File: config.mk
export PLATFORM = sky130hd
export DESIGN_NAME = pipe_cpu
export DESIGN_NICKNAME = d
export VERILOG_FILES = /design/src/hw/isa_pkg.sv /design/src/hw/pipe_pkg.sv /design/src/hw/alu.sv /design/src/hw/decode_unit.sv /design/src/hw/hazard_unit.sv /design/src/hw/pipe_cpu.sv /design/src/hw/reg_file.sv
export VERILOG_INCLUDE_DIRS = /design/src /design/src/hw
export SDC_FILE = /design/constraint.sdc
export NUM_CORES = 2
export LEC_CHECK = 0
export BUFFER_PORTS_ARGS = -buffer_cell sky130_fd_sc_hd__buf_2
export CAP_MARGIN = 20
export CORE_MARGIN = 5
export CORE_UTILIZATION = 41
export DETAILED_ROUTE_END_ITERATION = 10
export PLACE_DENSITY_LB_ADDON = 0.05
export SKIP_LAST_GASP = 1
export SLEW_MARGIN = 20
export SYNTH_ARGS = -nofsm -noshare
export SYNTH_HDL_FRONTEND = slang
export SYNTH_SLANG_ARGS = --single-unit
File: constraint.sdc
create_clock -name clk -period 6.4 [get_ports clk]
set_clock_uncertainty 0.2 [all_clocks]
set_input_delay 0.64 -clock clk [delete_from_list [all_inputs] [get_ports clk]]
set_output_delay 0.64 -clock clk [all_outputs]
set_load 0.005 [all_outputs]
File: src/hw/cpu_defs.svh
// Shared widths and instruction field positions of the core
// PC and memory addresses count 32-bit words, not bytes
`ifndef CPU_DEFS_SVH
`define CPU_DEFS_SVH

`define XLEN      32
`define REG_AW    5
`define NUM_REGS  32

// Instruction fields
`define OPC_HI    31
`define OPC_LO    27
`define RD_HI     26
`define RD_LO     22
`define RS_HI     21
`define RS_LO     17
`define RT_HI     16
`define RT_LO     12
`define SHAMT_HI  11
`define SHAMT_LO  7
`define ALUOP_HI  6
`define ALUOP_LO  2
`define IMM_HI    16
`define IMM_LO    0
`define TGT_HI    26
`define TGT_LO    0

`define RESET_PC  32'h0000_0000

`endif

File: src/hw/isa_pkg.sv
// Opcode and ALU function encodings of the instruction set
// Only the kept subset is listed; other opcodes decode as no-ops
package isa_pkg;

    // Primary opcode in bits 31:27
    typedef enum logic [4:0] {
        OP_ALU  = 5'b00000,
        OP_J    = 5'b00001,
        OP_BNE  = 5'b00010,
        OP_ADDI = 5'b00101,
        OP_BLT  = 5'b00110,
        OP_SW   = 5'b00111,
        OP_LW   = 5'b01000
    } opcode_e;

    // ALU function in bits 6:2 of R-type instructions
    typedef enum logic [4:0] {
        ALU_ADD = 5'd0,
        ALU_SUB = 5'd1,
        ALU_AND = 5'd2,
        ALU_OR  = 5'd3,
        ALU_SLL = 5'd4,
        ALU_SRA = 5'd5
    } alu_op_e;

endpackage

File: src/hw/pipe_pkg.sv
// Pipeline control types shared by the hazard unit and the core
package pipe_pkg;

    // Operand source for the execute stage
    typedef enum logic [1:0] {
        FWD_REG = 2'd0,
        FWD_MEM = 2'd1,
        FWD_WB  = 2'd2
    } fwd_sel_e;

endpackage

File: src/hw/alu.sv
// Combinational ALU for add, sub, and, or, sll and sra
// Branch flags always come from a - b, whatever op is selected
`timescale 1ns/10ps
`include "cpu_defs.svh"

module alu (
    input  logic [`XLEN-1:0]   a,
    input  logic [`XLEN-1:0]   b,
    input  isa_pkg::alu_op_e   op,
    input  logic [`REG_AW-1:0] shamt,
    output logic [`XLEN-1:0]   result,
    output logic               not_equal,
    output logic               less_than
);
    import isa_pkg::*;

    logic [`XLEN-1:0] diff;
    logic             ovf;

    assign diff = a - b;
    // Signed overflow of the subtract
    assign ovf = (a[`XLEN-1] ^ b[`XLEN-1]) & (diff[`XLEN-1] ^ a[`XLEN-1]);

    assign not_equal = |diff;
    // Sign of the true difference
    assign less_than = diff[`XLEN-1] ^ ovf;

    always_comb begin
        case (op)
            ALU_ADD: result = a + b;
            ALU_SUB: result = diff;
            ALU_AND: result = a & b;
            ALU_OR:  result = a | b;
            ALU_SLL: result = a << shamt;
            ALU_SRA: result = $signed(a) >>> shamt;
            default: result = '0;
        endcase
    end

endmodule

File: src/hw/decode_unit.sv
// Combinational instruction decoder for the kept instruction subset
// Unknown opcodes leave all control bits low
`timescale 1ns/10ps
`include "cpu_defs.svh"

module decode_unit (
    input  logic [`XLEN-1:0]   instr,
    output isa_pkg::opcode_e   opcode,
    output logic [`REG_AW-1:0] src_a,
    output logic [`REG_AW-1:0] src_b,
    output logic [`REG_AW-1:0] dest,
    output logic               reg_write,
    output logic               mem_read,
    output logic               mem_write,
    output logic               is_branch,
    output logic               is_jump,
    output logic               use_imm,
    output isa_pkg::alu_op_e   alu_op,
    output logic [`REG_AW-1:0] shamt,
    output logic [`XLEN-1:0]   imm,
    output logic [`XLEN-1:0]   target
);
    import isa_pkg::*;

    logic [`REG_AW-1:0] rd_f;
    logic [`REG_AW-1:0] rs_f;
    logic [`REG_AW-1:0] rt_f;

    assign rd_f = instr[`RD_HI:`RD_LO];
    assign rs_f = instr[`RS_HI:`RS_LO];
    assign rt_f = instr[`RT_HI:`RT_LO];

    assign opcode = opcode_e'(instr[`OPC_HI:`OPC_LO]);
    assign dest   = rd_f;
    assign shamt  = instr[`SHAMT_HI:`SHAMT_LO];

    // 17-bit immediate is sign extended
    assign imm = {{(`XLEN-`IMM_HI-1){instr[`IMM_HI]}}, instr[`IMM_HI:`IMM_LO]};
    // Jump target is zero extended
    assign target = {{(`XLEN-`TGT_HI-1){1'b0}}, instr[`TGT_HI:`TGT_LO]};

    always_comb begin
        reg_write = 1'b0;
        mem_read  = 1'b0;
        mem_write = 1'b0;
        is_branch = 1'b0;
        is_jump   = 1'b0;
        use_imm   = 1'b0;
        alu_op    = ALU_ADD;
        src_a     = rs_f;
        src_b     = rt_f;
        case (opcode)
            OP_ALU: begin
                reg_write = 1'b1;
                alu_op    = alu_op_e'(instr[`ALUOP_HI:`ALUOP_LO]);
            end
            OP_ADDI: begin
                reg_write = 1'b1;
                use_imm   = 1'b1;
            end
            OP_LW: begin
                reg_write = 1'b1;
                mem_read  = 1'b1;
                use_imm   = 1'b1;
            end
            OP_SW: begin
                // Store data comes from rd on port b
                mem_write = 1'b1;
                use_imm   = 1'b1;
                src_b     = rd_f;
            end
            OP_BNE, OP_BLT: begin
                // Compare rd against rs through a subtract
                is_branch = 1'b1;
                alu_op    = ALU_SUB;
                src_a     = rd_f;
                src_b     = rs_f;
            end
            OP_J: begin
                is_jump = 1'b1;
            end
            default: begin
            end
        endcase
    end

endmodule

File: src/hw/hazard_unit.sv
// Forwarding selects, load-use stall and redirect flush
// After the one-cycle load-use stall the load result comes from the memory stage
`timescale 1ns/10ps
`include "cpu_defs.svh"

module hazard_unit (
    input  logic [`REG_AW-1:0] dec_src_a,
    input  logic [`REG_AW-1:0] dec_src_b,
    input  logic               dec_uses_b,
    input  logic [`REG_AW-1:0] ex_src_a,
    input  logic [`REG_AW-1:0] ex_src_b,
    input  logic [`REG_AW-1:0] ex_dest,
    input  logic               ex_mem_read,
    input  logic [`REG_AW-1:0] mem_dest,
    input  logic               mem_reg_write,
    input  logic [`REG_AW-1:0] wb_dest,
    input  logic               wb_reg_write,
    input  logic               redirect,
    output pipe_pkg::fwd_sel_e fwd_a,
    output pipe_pkg::fwd_sel_e fwd_b,
    output logic               stall,
    output logic               flush
);
    import pipe_pkg::*;

    logic mem_hit_a;
    logic mem_hit_b;
    logic wb_hit_a;
    logic wb_hit_b;
    logic load_use;

    // Register 0 is never a forwarding source
    assign mem_hit_a = mem_reg_write && mem_dest != '0 && mem_dest == ex_src_a;
    assign mem_hit_b = mem_reg_write && mem_dest != '0 && mem_dest == ex_src_b;
    assign wb_hit_a  = wb_reg_write && wb_dest != '0 && wb_dest == ex_src_a;
    assign wb_hit_b  = wb_reg_write && wb_dest != '0 && wb_dest == ex_src_b;

    // Younger result in memory wins over writeback
    assign fwd_a = mem_hit_a ? FWD_MEM : (wb_hit_a ? FWD_WB : FWD_REG);
    assign fwd_b = mem_hit_b ? FWD_MEM : (wb_hit_b ? FWD_WB : FWD_REG);

    // Load in execute feeding the instruction in decode
    assign load_use = ex_mem_read && ex_dest != '0 &&
                      (ex_dest == dec_src_a || (dec_uses_b && ex_dest == dec_src_b));

    // A redirect kills the stalled instruction anyway
    assign flush = redirect;
    assign stall = load_use && !redirect;

endmodule

File: src/hw/pipe_cpu.sv
// Five-stage pipelined core, fetch/decode/execute/memory/writeback
// Instruction and data memories are external and answer in the same cycle
// Branches and jumps resolve in execute and cost two bubbles when taken
`timescale 1ns/10ps
`include "cpu_defs.svh"

module pipe_cpu (
    input  logic             clk,
    input  logic             rst_n,
    output logic [`XLEN-1:0] imem_addr,
    input  logic [`XLEN-1:0] imem_data,
    output logic [`XLEN-1:0] dmem_addr,
    output logic [`XLEN-1:0] dmem_wdata,
    output logic             dmem_we,
    input  logic [`XLEN-1:0] dmem_rdata
);
    import isa_pkg::*;
    import pipe_pkg::*;

    // Fetch
    logic [`XLEN-1:0] pc_q;
    logic [`XLEN-1:0] fd_instr;
    logic [`XLEN-1:0] fd_pc;

    // Decode outputs
    opcode_e            dec_opcode;
    logic [`REG_AW-1:0] dec_src_a, dec_src_b, dec_dest, dec_shamt;
    logic               dec_reg_write, dec_mem_read, dec_mem_write;
    logic               dec_is_branch, dec_is_jump, dec_use_imm, dec_uses_b;
    alu_op_e            dec_alu_op;
    logic [`XLEN-1:0]   dec_imm, dec_target, rf_a, rf_b;

    // D/X register
    logic               dx_reg_write, dx_mem_read, dx_mem_write, dx_is_branch, dx_is_jump;
    opcode_e            dx_opcode;
    alu_op_e            dx_alu_op;
    logic               dx_use_imm;
    logic [`REG_AW-1:0] dx_src_a, dx_src_b, dx_dest, dx_shamt;
    logic [`XLEN-1:0]   dx_pc, dx_a, dx_b, dx_imm, dx_target;

    // Execute
    fwd_sel_e         fwd_a, fwd_b;
    logic [`XLEN-1:0] op_a, op_b, alu_b, alu_result, ex_target, mem_fwd;
    logic             not_equal, less_than, redirect, stall, flush;

    // X/M and M/W registers
    logic               xm_reg_write, xm_mem_read, xm_mem_write;
    logic [`REG_AW-1:0] xm_dest;
    logic [`XLEN-1:0]   xm_result, xm_store;
    logic               wb_reg_write, wb_mem_read;
    logic [`REG_AW-1:0] wb_dest;
    logic [`XLEN-1:0]   wb_result, wb_load, wb_data;

    assign imem_addr = pc_q;

    always_ff @(posedge clk or negedge rst_n) begin
        if (!rst_n) begin
            pc_q <= `RESET_PC;
        end else if (redirect) begin
            pc_q <= ex_target;
        end else if (!stall) begin
            pc_q <= pc_q + 1;
        end
    end

    // All-zero word decodes as add r0, r0, r0 and serves as the F/D bubble
    always_ff @(posedge clk or negedge rst_n) begin
        if (!rst_n) begin
            fd_instr <= '0;
        end else if (flush) begin
            fd_instr <= '0;
        end else if (!stall) begin
            fd_instr <= imem_data;
        end
    end

    always_ff @(posedge clk) begin
        if (!stall) begin
            fd_pc <= pc_q;
        end
    end

    decode_unit decode_unit_inst (
        .instr     (fd_instr),
        .opcode    (dec_opcode),
        .src_a     (dec_src_a),
        .src_b     (dec_src_b),
        .dest      (dec_dest),
        .reg_write (dec_reg_write),
        .mem_read  (dec_mem_read),
        .mem_write (dec_mem_write),
        .is_branch (dec_is_branch),
        .is_jump   (dec_is_jump),
        .use_imm   (dec_use_imm),
        .alu_op    (dec_alu_op),
        .shamt     (dec_shamt),
        .imm       (dec_imm),
        .target    (dec_target)
    );

    // Port b carries a real operand for R-type, branches and store data
    assign dec_uses_b = (dec_opcode == OP_ALU) || dec_is_branch || dec_mem_write;

    reg_file reg_file_inst (
        .clk     (clk),
        .rst_n   (rst_n),
        .raddr_a (dec_src_a),
        .raddr_b (dec_src_b),
        .we      (wb_reg_write),
        .waddr   (wb_dest),
        .wdata   (wb_data),
        .rdata_a (rf_a),
        .rdata_b (rf_b)
    );

    // Bubble into execute on flush or load-use stall
    always_ff @(posedge clk or negedge rst_n) begin
        if (!rst_n) begin
            dx_reg_write <= 1'b0;
            dx_mem_read  <= 1'b0;
            dx_mem_write <= 1'b0;
            dx_is_branch <= 1'b0;
            dx_is_jump   <= 1'b0;
        end else if (flush || stall) begin
            dx_reg_write <= 1'b0;
            dx_mem_read  <= 1'b0;
            dx_mem_write <= 1'b0;
            dx_is_branch <= 1'b0;
            dx_is_jump   <= 1'b0;
        end else begin
            dx_reg_write <= dec_reg_write;
            dx_mem_read  <= dec_mem_read;
            dx_mem_write <= dec_mem_write;
            dx_is_branch <= dec_is_branch;
            dx_is_jump   <= dec_is_jump;
        end
    end

    always_ff @(posedge clk) begin
        dx_opcode  <= dec_opcode;
        dx_alu_op  <= dec_alu_op;
        dx_use_imm <= dec_use_imm;
        dx_src_a   <= dec_src_a;
        dx_src_b   <= dec_src_b;
        dx_dest    <= dec_dest;
        dx_shamt   <= dec_shamt;
        dx_pc      <= fd_pc;
        dx_a       <= rf_a;
        dx_b       <= rf_b;
        dx_imm     <= dec_imm;
        dx_target  <= dec_target;
    end

    hazard_unit hazard_unit_inst (
        .dec_src_a     (dec_src_a),
        .dec_src_b     (dec_src_b),
        .dec_uses_b    (dec_uses_b),
        .ex_src_a      (dx_src_a),
        .ex_src_b      (dx_src_b),
        .ex_dest       (dx_dest),
        .ex_mem_read   (dx_mem_read),
        .mem_dest      (xm_dest),
        .mem_reg_write (xm_reg_write),
        .wb_dest       (wb_dest),
        .wb_reg_write  (wb_reg_write),
        .redirect      (redirect),
        .fwd_a         (fwd_a),
        .fwd_b         (fwd_b),
        .stall         (stall),
        .flush         (flush)
    );

    // Load in the memory stage bypasses its read data
    assign mem_fwd = xm_mem_read ? dmem_rdata : xm_result;

    // Operand bypass muxes
    always_comb begin
        case (fwd_a)
            FWD_MEM: op_a = mem_fwd;
            FWD_WB:  op_a = wb_data;
            default: op_a = dx_a;
        endcase
        case (fwd_b)
            FWD_MEM: op_b = mem_fwd;
            FWD_WB:  op_b = wb_data;
            default: op_b = dx_b;
        endcase
    end

    assign alu_b = dx_use_imm ? dx_imm : op_b;

    alu alu_inst (
        .a         (op_a),
        .b         (alu_b),
        .op        (dx_alu_op),
        .shamt     (dx_shamt),
        .result    (alu_result),
        .not_equal (not_equal),
        .less_than (less_than)
    );

    // blt and bne share the subtract flags
    assign redirect = dx_is_jump ||
                      (dx_is_branch && ((dx_opcode == OP_BLT) ? less_than : not_equal));
    assign ex_target = dx_is_jump ? dx_target : dx_pc + dx_imm + 1;

    always_ff @(posedge clk or negedge rst_n) begin
        if (!rst_n) begin
            xm_reg_write <= 1'b0;
            xm_mem_read  <= 1'b0;
            xm_mem_write <= 1'b0;
            wb_reg_write <= 1'b0;
            wb_mem_read  <= 1'b0;
        end else begin
            xm_reg_write <= dx_reg_write;
            xm_mem_read  <= dx_mem_read;
            xm_mem_write <= dx_mem_write;
            wb_reg_write <= xm_reg_write;
            wb_mem_read  <= xm_mem_read;
        end
    end

    always_ff @(posedge clk) begin
        xm_dest   <= dx_dest;
        xm_result <= alu_result;
        xm_store  <= op_b;
        wb_dest   <= xm_dest;
        wb_result <= xm_result;
        wb_load   <= dmem_rdata;
    end

    // Memory stage drives the data port directly
    assign dmem_addr  = xm_result;
    assign dmem_wdata = xm_store;
    assign dmem_we    = xm_mem_write;

    assign wb_data = wb_mem_read ? wb_load : wb_result;

endmodule

File: src/hw/reg_file.sv
// 32 x 32 register file, two async reads and one write on rising clk
// Register 0 reads zero; a read of the register being written sees new data
`timescale 1ns/10ps
`include "cpu_defs.svh"

module reg_file (
    input  logic              clk,
    input  logic              rst_n,
    input  logic [`REG_AW-1:0] raddr_a,
    input  logic [`REG_AW-1:0] raddr_b,
    input  logic              we,
    input  logic [`REG_AW-1:0] waddr,
    input  logic [`XLEN-1:0]   wdata,
    output logic [`XLEN-1:0]   rdata_a,
    output logic [`XLEN-1:0]   rdata_b
);

    logic [`XLEN-1:0] regs [`NUM_REGS];

    always_ff @(posedge clk or negedge rst_n) begin
        if (!rst_n) begin
            for (int i = 0; i < `NUM_REGS; i++) begin
                regs[i] <= '0;
            end
        end else if (we && waddr != '0) begin
            regs[waddr] <= wdata;
        end
    end

    // Write-through covers the writeback to decode path
    assign rdata_a = (raddr_a == '0) ? '0 :
                     (we && waddr == raddr_a) ? wdata : regs[raddr_a];
    assign rdata_b = (raddr_b == '0) ? '0 :
                     (we && waddr == raddr_b) ? wdata : regs[raddr_b];

endmodule

# Word-level counts from Yosys, hierarchy flattened
# Index checks and enable logic that the tools add are counted.
[word_totals]
latchBits = 0
rom_bits = 0
ram_bits = 0
ff_bits = 1439
output_inout_bits = 97
in_bits = 66
mem_count = 0
[classes]
bitwise = 9
reduce_logical = 31
div = 0
n_mul = 0
shifts = 2
addsub = 5
mux = 41
n_lt_le_gt_ge = 4
eq_ne = 25
[op_table]
columns = ["op", "n"]
rows = [
  ["$bwmux W1024", 1],
  ["$mux W32", 15],
  ["$bmux W32 S5", 2],
  ["$pmux W32 S6", 1],
  ["$demux W32 S5", 1],
  ["$pmux W32 S2", 2],
  ["$add A32 B1 Y32 const B", 2],
  ["$add A32 B32 Y32", 2],
  ["$eq A5 B5 Y1", 8],
  ["$and A32 B32 Y32", 1],
  ["$or A32 B32 Y32", 1],
  ["$reduce_or A32 Y1", 1],
  ["$shl A32 B5 Y32", 1],
  ["$sshr A32 B5 Y32", 1],
  ["$sub A32 B32 Y32", 1],
  ["$eq A5 B3 Y1 const B", 6],
  ["$logic_not A5 Y1", 4],
  ["$pmux W5 S2", 2],
  ["$ge A6 B6 Y1 const B", 3],
  ["$not A5 Y6", 3],
  ["$eq A5 B2 Y1 const B", 3],
  ["$reduce_bool A5 Y1", 3],
  ["$logic_and A1 B1 Y1", 14],
  ["$mux W1", 12],
  ["other kinds (14)", 27],
]

# Longest topological paths before layout
[depth]
depth_word = 19
depth_mapped = 36

# Modules after synthesis
# From an unflattened synthesis, not the netlist that was laid out.
[unflattened]
cells_unflattened = 6512
hier_area_um2 = 79955.4
[modules_own_cells]
columns = ["mod", "area_each_um2", "cells_each", "seq_area_each_um2", "instances"]
rows = [
  ["reg_file", 54840.1, 3770, 25624.6, 1],
  ["pipe_cpu", 15397.3, 1349, 9399.0, 1],
  ["alu", 8388.0, 1217, 0.0, 1],
  ["decode_unit", 908.4, 123, 0.0, 1],
  ["hazard_unit", 421.7, 53, 0.0, 1],
]

# Least setup slack after synthesis
# OpenSTA, ideal clock, no wires.
[synth_timing]
path_type = "flip-flop to flip-flop"
start = "register wb_dest[4]"
end = "register pc_q[6], in the netlist imem_addr[6]"
t_arrival_ns = 6.637
setup_slack_ns = -0.558
synth_period_minus_slack_ns = 6.958
t_required_ns = 6.080
setup_time_ns = 0.120
path_stages_with_launch = 35
cell_sequence = "dfxtp_1 -> clkbuf_1 -> xnor2_1 -> nand3_1 -> nor4_1 -> clkbuf_1 -> o21ai_0 -> mux2i_1 -> nor2_1 -> a21o_1 -> ha_1 -> buf_2 -> and3_1 -> nand3_1 -> o21ai_2 -> o21ai_2 -> o2111a_1 -> o211ai_1 -> and2_1 -> nand2_1 -> a21oi_1 -> nor2_1 -> fa_1 -> nand2_1 -> a21oi_1 -> nand4_1 -> a21oi_1 -> and4_1 -> o2111ai_1 -> and4bb_4 -> a41oi_4 -> nor2_4 -> inv_2 -> buf_6 -> o211a_1"
[synth_between]
elab_chain_cells = 18
word_cells_on_any_way = 30
cone_classes = "add/sub: 1; eq/ne: 7; mux: 9; bitwise: 4; reduce/logical: 9"
[synth_lines]
columns = ["element", "line_no", "rtl"]
rows = [
  ["start, declared", "pipe_cpu.sv:51", "logic [`REG_AW-1:0] wb_dest;"],
  ["start signal, assigned", "pipe_cpu.sv:227", "wb_dest <= xm_dest;"],
  ["$reduce_bool A5 Y1", "hazard_unit.sv:36", "assign wb_hit_b = wb_reg_write && wb_dest != '0 && wb_dest == ex_src_b;"],
  ["$logic_and A1 B1 Y1", "hazard_unit.sv:36", ""],
  ["$logic_and A1 B1 Y1 *", "hazard_unit.sv:36", ""],
  ["$mux W2 * (2 in a row)", "hazard_unit.sv:40", "assign fwd_b = mem_hit_b ? FWD_MEM : (wb_hit_b ? FWD_WB : FWD_REG);"],
  ["$eq A2 B2 Y1 or $eq A2 B1 Y1 (tied branches)", "pipe_cpu.sv:183", "case (fwd_b)"],
  ["$pmux W32 S2 *", "pipe_cpu.sv:183", ""],
  ["via op_b[7]", "pipe_cpu.sv:43", "logic [`XLEN-1:0] op_a, op_b, alu_b, alu_result, ex_target, mem_fwd;"],
  ["$mux W32 *", "pipe_cpu.sv:190", "assign alu_b = dx_use_imm ? dx_imm : op_b;"],
  ["[... 2 more ...]", "n/a", ""],
  ["$and A1 B1 Y1", "alu.sv:22", "assign ovf = (a[`XLEN-1] ^ b[`XLEN-1]) & (diff[`XLEN-1] ^ a[`XLEN-1]);"],
  ["$xor A1 B1 Y1", "alu.sv:26", "assign less_than = diff[`XLEN-1] ^ ovf;"],
  ["$mux W1 *", "pipe_cpu.sv:204", "(dx_is_branch && ((dx_opcode == OP_BLT) ? less_than : not_equal));"],
  ["$logic_and A1 B1 Y1 *", "pipe_cpu.sv:204", ""],
  ["$logic_or A1 B1 Y1 *", "pipe_cpu.sv:203", "assign redirect = dx_is_jump ||"],
  ["$logic_not A1 Y1", "hazard_unit.sv:48", "assign stall = load_use && !redirect;"],
  ["$logic_and A1 B1 Y1", "hazard_unit.sv:48", ""],
  ["$ne A2 B1 Y1 (no line)", "n/a", ""],
  ["end signal, assigned", "pipe_cpu.sv:58", "pc_q <= `RESET_PC;"],
  ["end signal, assigned", "pipe_cpu.sv:60", "pc_q <= ex_target;"],
  ["end signal, assigned", "pipe_cpu.sv:62", "pc_q <= pc_q + 1;"],
  ["end, declared", "pipe_cpu.sv:21", "logic [`XLEN-1:0] pc_q;"],
]
# Mark *: on every way through the listed nets, which the timed path passes. The rest lies on a longest branch.
# A chain may end at the register's enable or synchronous reset.

# Final worst setup path
[layout_timing]
start = "register xm_dest[2]"
end = "register fd_pc[23] (enable)"
[layout_between]
elab_chain_cells = 16
word_cells_on_any_way = 26
cone_classes = "add/sub: 1; eq/ne: 6; mux: 6; bitwise: 4; reduce/logical: 9"
[layout_lines]
columns = ["element", "line_no", "rtl"]
rows = [
  ["start, declared", "pipe_cpu.sv:48", "logic [`REG_AW-1:0] xm_dest;"],
  ["start signal, assigned", "pipe_cpu.sv:224", "xm_dest <= dx_dest;"],
  ["$reduce_bool A5 Y1", "hazard_unit.sv:34", "assign mem_hit_b = mem_reg_write && mem_dest != '0 && mem_dest == ex_src_b;"],
  ["$logic_and A1 B1 Y1", "hazard_unit.sv:34", ""],
  ["$logic_and A1 B1 Y1 *", "hazard_unit.sv:34", ""],
  ["$mux W2 *", "hazard_unit.sv:40", ""],
  ["$eq A2 B2 Y1 or $eq A2 B1 Y1 (tied branches)", "pipe_cpu.sv:183", ""],
  ["$pmux W32 S2 *", "pipe_cpu.sv:183", ""],
  ["via op_b[0]", "pipe_cpu.sv:43", ""],
  ["$mux W32 *", "pipe_cpu.sv:190", ""],
  ["$sub A32 B32 Y32 *", "alu.sv:20", "assign diff = a - b;"],
  ["$xor A1 B1 Y1", "alu.sv:22", ""],
  ["$and A1 B1 Y1", "alu.sv:22", ""],
  ["$xor A1 B1 Y1", "alu.sv:26", ""],
  ["$mux W1 *", "pipe_cpu.sv:204", ""],
  ["$logic_and A1 B1 Y1 *", "pipe_cpu.sv:204", ""],
  ["$logic_or A1 B1 Y1 *", "pipe_cpu.sv:203", ""],
  ["$logic_not A1 Y1 *", "hazard_unit.sv:48", ""],
  ["$logic_and A1 B1 Y1 *", "hazard_unit.sv:48", ""],
  ["end signal, assigned", "pipe_cpu.sv:79", "fd_pc <= pc_q;"],
  ["end, declared", "pipe_cpu.sv:23", "logic [`XLEN-1:0] fd_pc;"],
]
# Marked as above.

==> results.yml <==
run_status:
  status: "complete, but fails checks"
  violations: "setup timing"
synthesis:
  ys.flop_type: "dfrtp_1"
  synth_fp_nets: 9974
  synth_edf_count: 32
  ys_warn_count: 0
  synthArstFlopShare_pct: 77.8
  yosysSeqAreaShare_pct: 42.6
  synth.distinct_cells: 103
  ys_ff_latch: 1412
  synthCells: 9777
  synth_area_um2: 80100
  avgSynthCellArea_um2: 8.19
routing:
  first_iter_violations: 7689
  drc: 0
  via_per_inst: 6.05
  vias: 75800
  dr.pass1.iters: 9
  wirelength_um: 343000
  ant_nets: 0
  routedWlPerCell_um: 27.4
grt:
  grt_usage_pct: 32.5
  globalRouteOverflowTotal: 0
  grt_pass1_wl_um: 503000
  grt_pass1_vias: 72300
  grt_max_degree: 162
  grt_antenna_before_repair: 26
timing:
  tightestPinTransition_ps: 1210
  min_period_over_period_pct: 106
  finalSetupViolCount: 101
  fmax_mhz: 147
  rsz0062_at_grt: "yes"
  setup_tns_ps: -27050
  fin_crit_ps: 6810
  whs_ps: 131
  hold_viol_final: 0
  slew_headroom_pct: 19.1
  finalWorstSetupSlack_ps: -410
  slew_viol_final: 0
floorplanning:
  die_w_um: 452
  die-height_um: 452
  die_area_um2: 204000
  num_io_pins: 163
  coreArea_um2: 195000
  start_util_pct: 41.2
  num_rows: 162
clocking:
  cts_tree: "yes"
  htreeDepth: 4
  cts.clk_slew.worst_paths_ps: 60
  clk_root_buffer_cell: "clkbuf_16"
  numCtsBuffers: 169
  cts_buffer_depth: 3
  clock_latency_ps: 860
  cts.sink_count: 1412
pwr:
  internal-power_uw: 22400
  ir_worst_vdd_mv: 0.306
  power_frac_comb_pct: 39.8
  swShare_pct: 40.6
  clkPwrFrac_pct: 26.8
  leakage_uw: 0.0408
  switching_power_uw: 15300
  p_seq_share_pct: 33.3
  powerDensity_nw_per_um2: 403
placed_design:
  dpl.hpwl_um: 216000
  port-buffer-count: 162
  place.gp.congestion: 1.01
  dp.cells: 12100
final_layout:
  seq_area_um2: 34100
  layout.cells.non_filler: 12500
  nets: 10000
  area_delta_synth_final_pct: 16.8
  n_fill_cell: 18900
  multi_input_area_um2: 42700
  drive_gt1_share_pct: 13.2
setup_path:
  cp-end-kind: "flop"
  rrSetupSlack_ps: -410
  path_class: "flop to flop"
  worst-path-buf-inv: 6
  cp-endpoint: "fd_pc[23]"
  cp_top_family: "simple AND/OR/NAND/NOR gates"
  slowest_delay_ps: 530
  r2r_end: "fd_pc[23]"
  critPathArrivalTime_ps: 7220
  r2r_cells: 34
  cp.required_ps: 6810
  rr_startpoint: "xm_dest[2]"
  path_max_fanout: 8
  crit_start: "xm_dest[2]"
  worst-path-stages: 34
  slowest_stage: "or4_1"
  start_kind: "flop"
  cp_common_cell: "a21oi_2"
worst_hold_path:
  hold_class: "flop to flop"
flow_run:
  maxCapViolations: 0
-- registers in the layout, indices dropped and copies added (netlist names), 5 cells and up --
signal / cells
reg_file_inst.regs: 1024
dmem_addr: 32
dmem_wdata: 32
dx_a: 32
dx_b: 32
dx_pc: 32
fd_instr: 32
fd_pc: 32
imem_addr: 32
wb_load: 32
wb_result: 32
dx_imm: 16
dx_target: 6
dx_alu_op: 5
dx_dest: 5
dx_opcode: 5
dx_src_a: 5
dx_src_b: 5
wb_dest: 5
xm_dest: 5
-- cell families after synthesis --
| logic type | Yosys count | synth area share (%) |
|---|---|---|
| compound gates | 2742 | 21.0 |
| xor+xnor | 132 | 1.44 |
| fa+ha+maj | 131 | 2.08 |
| buf+inv | 1085 | 5.41 |
| flops | 1412 | 42.6 |
| mux | 542 | 7.17 |
| simple gates | 3733 | 20.3 |
-- worst min-delay path by stage --
stage	startpoint	end	slack, ps	depth (start not counted)
floorplan	fd_pc[0]	dx_pc[0]	120	0
global placement	fd_pc[8]	dx_pc[8]	130	0
detailed placement	fd_pc[24]	dx_pc[24]	130	0
CTS	fd_pc[28]	dx_pc[28]	130	0
global route	fd_pc[28]	dx_pc[28]	140	0
finish	fd_pc[28]	dx_pc[28]	130	0
-- metrics by stage --
step / utilization [%] / power, uW / area, um^2 / setup WS (ps)
2_1_floorplan: - / 20700 / 80100 / 2.19
3_3_place_gp: 44.4 / 27100 / 86300 / -530
3_5_place_dp: 44.4 / 27200 / 86300 / -549
4_1_cts: 47.8 / 37500 / 93100 / -496
5_1_grt: 48.1 / 39600 / 93500 / -686
6_report: 48.1 / 37700 / 93500 / -410
-- layout make-up --
| class | instances | area share (%) |
|---|---|---|
| Sequential cell | 1412 | 36.5 |
| Timing Repair Buffer | 837 | 7.68 |
| Antenna cell | 8 | 0.0214 |
| Tap cell | 2542 | 3.40 |
| Clock buffer | 241 | 5.19 |
| Multi-Input combinational cell | 7282 | 45.7 |
| Clock inverter | 72 | 1.03 |
| Inverter | 137 | 0.577 |
-- cell usage after synthesis, drive strengths merged, types with 98 or more instances --
cell type / number / area, um^2
mux2i: 456 / 4580
nor2: 874 / 3300
dfxtp: 282 / 5650
dfrtp: 1098 / 27500
and3: 345 / 2160
xnor2: 98 / 858
nand2: 1690 / 6350
a311oi: 163 / 1430
buf: 214 / 1070
inv: 133 / 499
clkbuf: 734 / 2760
a211oi: 543 / 4080
a21oi: 1103 / 5530
nand3: 564 / 2850
o21ai: 577 / 2900
ha: 127 / 1590
-- routing by layer --
| metal | vias to the layer above | routed length, um | GRT usage (%) | share of wire (%) |
|---|---|---|---|---|
| met1 | 37300 | 151000 | 45.9 | 44 |
| met5 | - | 0 | 0 | 0 |
| li1 | 34700 | - | - | - |
| met4 | 0 | 14200 | 12.7 | 4.1 |
| met3 | 663 | 26000 | 5.33 | 7.6 |
| met2 | 3189 | 152000 | 50.1 | 44 |
-- what timing repair did --
item                                    in CTS  in global routing
hold endpoints to repair                   137                  0
setup buffers                               10                 12
resized for setup                           18                 56
hold buffers                                65                  0
gates cloned                                 4                  5
pin swaps                                   12                 27
endpoints found under the setup margin     101                101
-- power groups by stage --
stage               logic (uW)  clock network (uW)  registers [uW]
global route             16200               10700           12800
CTS                      14700               10300           12500
global placement         14500                   0           12600
floorplan                 8660                   0           12000
finish                   15000               10100           12500
detailed placement       14600                   0           12600
-- cell usage in the layout (no fill, tap or decap), drive strengths merged, types with 127 or more instances in the layout --
master / Yosys / layout
nand2: 1690 / 1690
a21oi: 1103 / 1104
dfrtp: 1098 / 1098
nor2: 874 / 874
buf: 214 / 768
o21ai: 577 / 577
nand3: 564 / 564
a211oi: 543 / 543
mux2i: 456 / 456
and3: 345 / 345
dfxtp: 282 / 282
clkbuf: 734 / 245
a311oi: 163 / 163
inv: 133 / 141
ha: 127 / 127
Power figures use the tool's default switching activity.
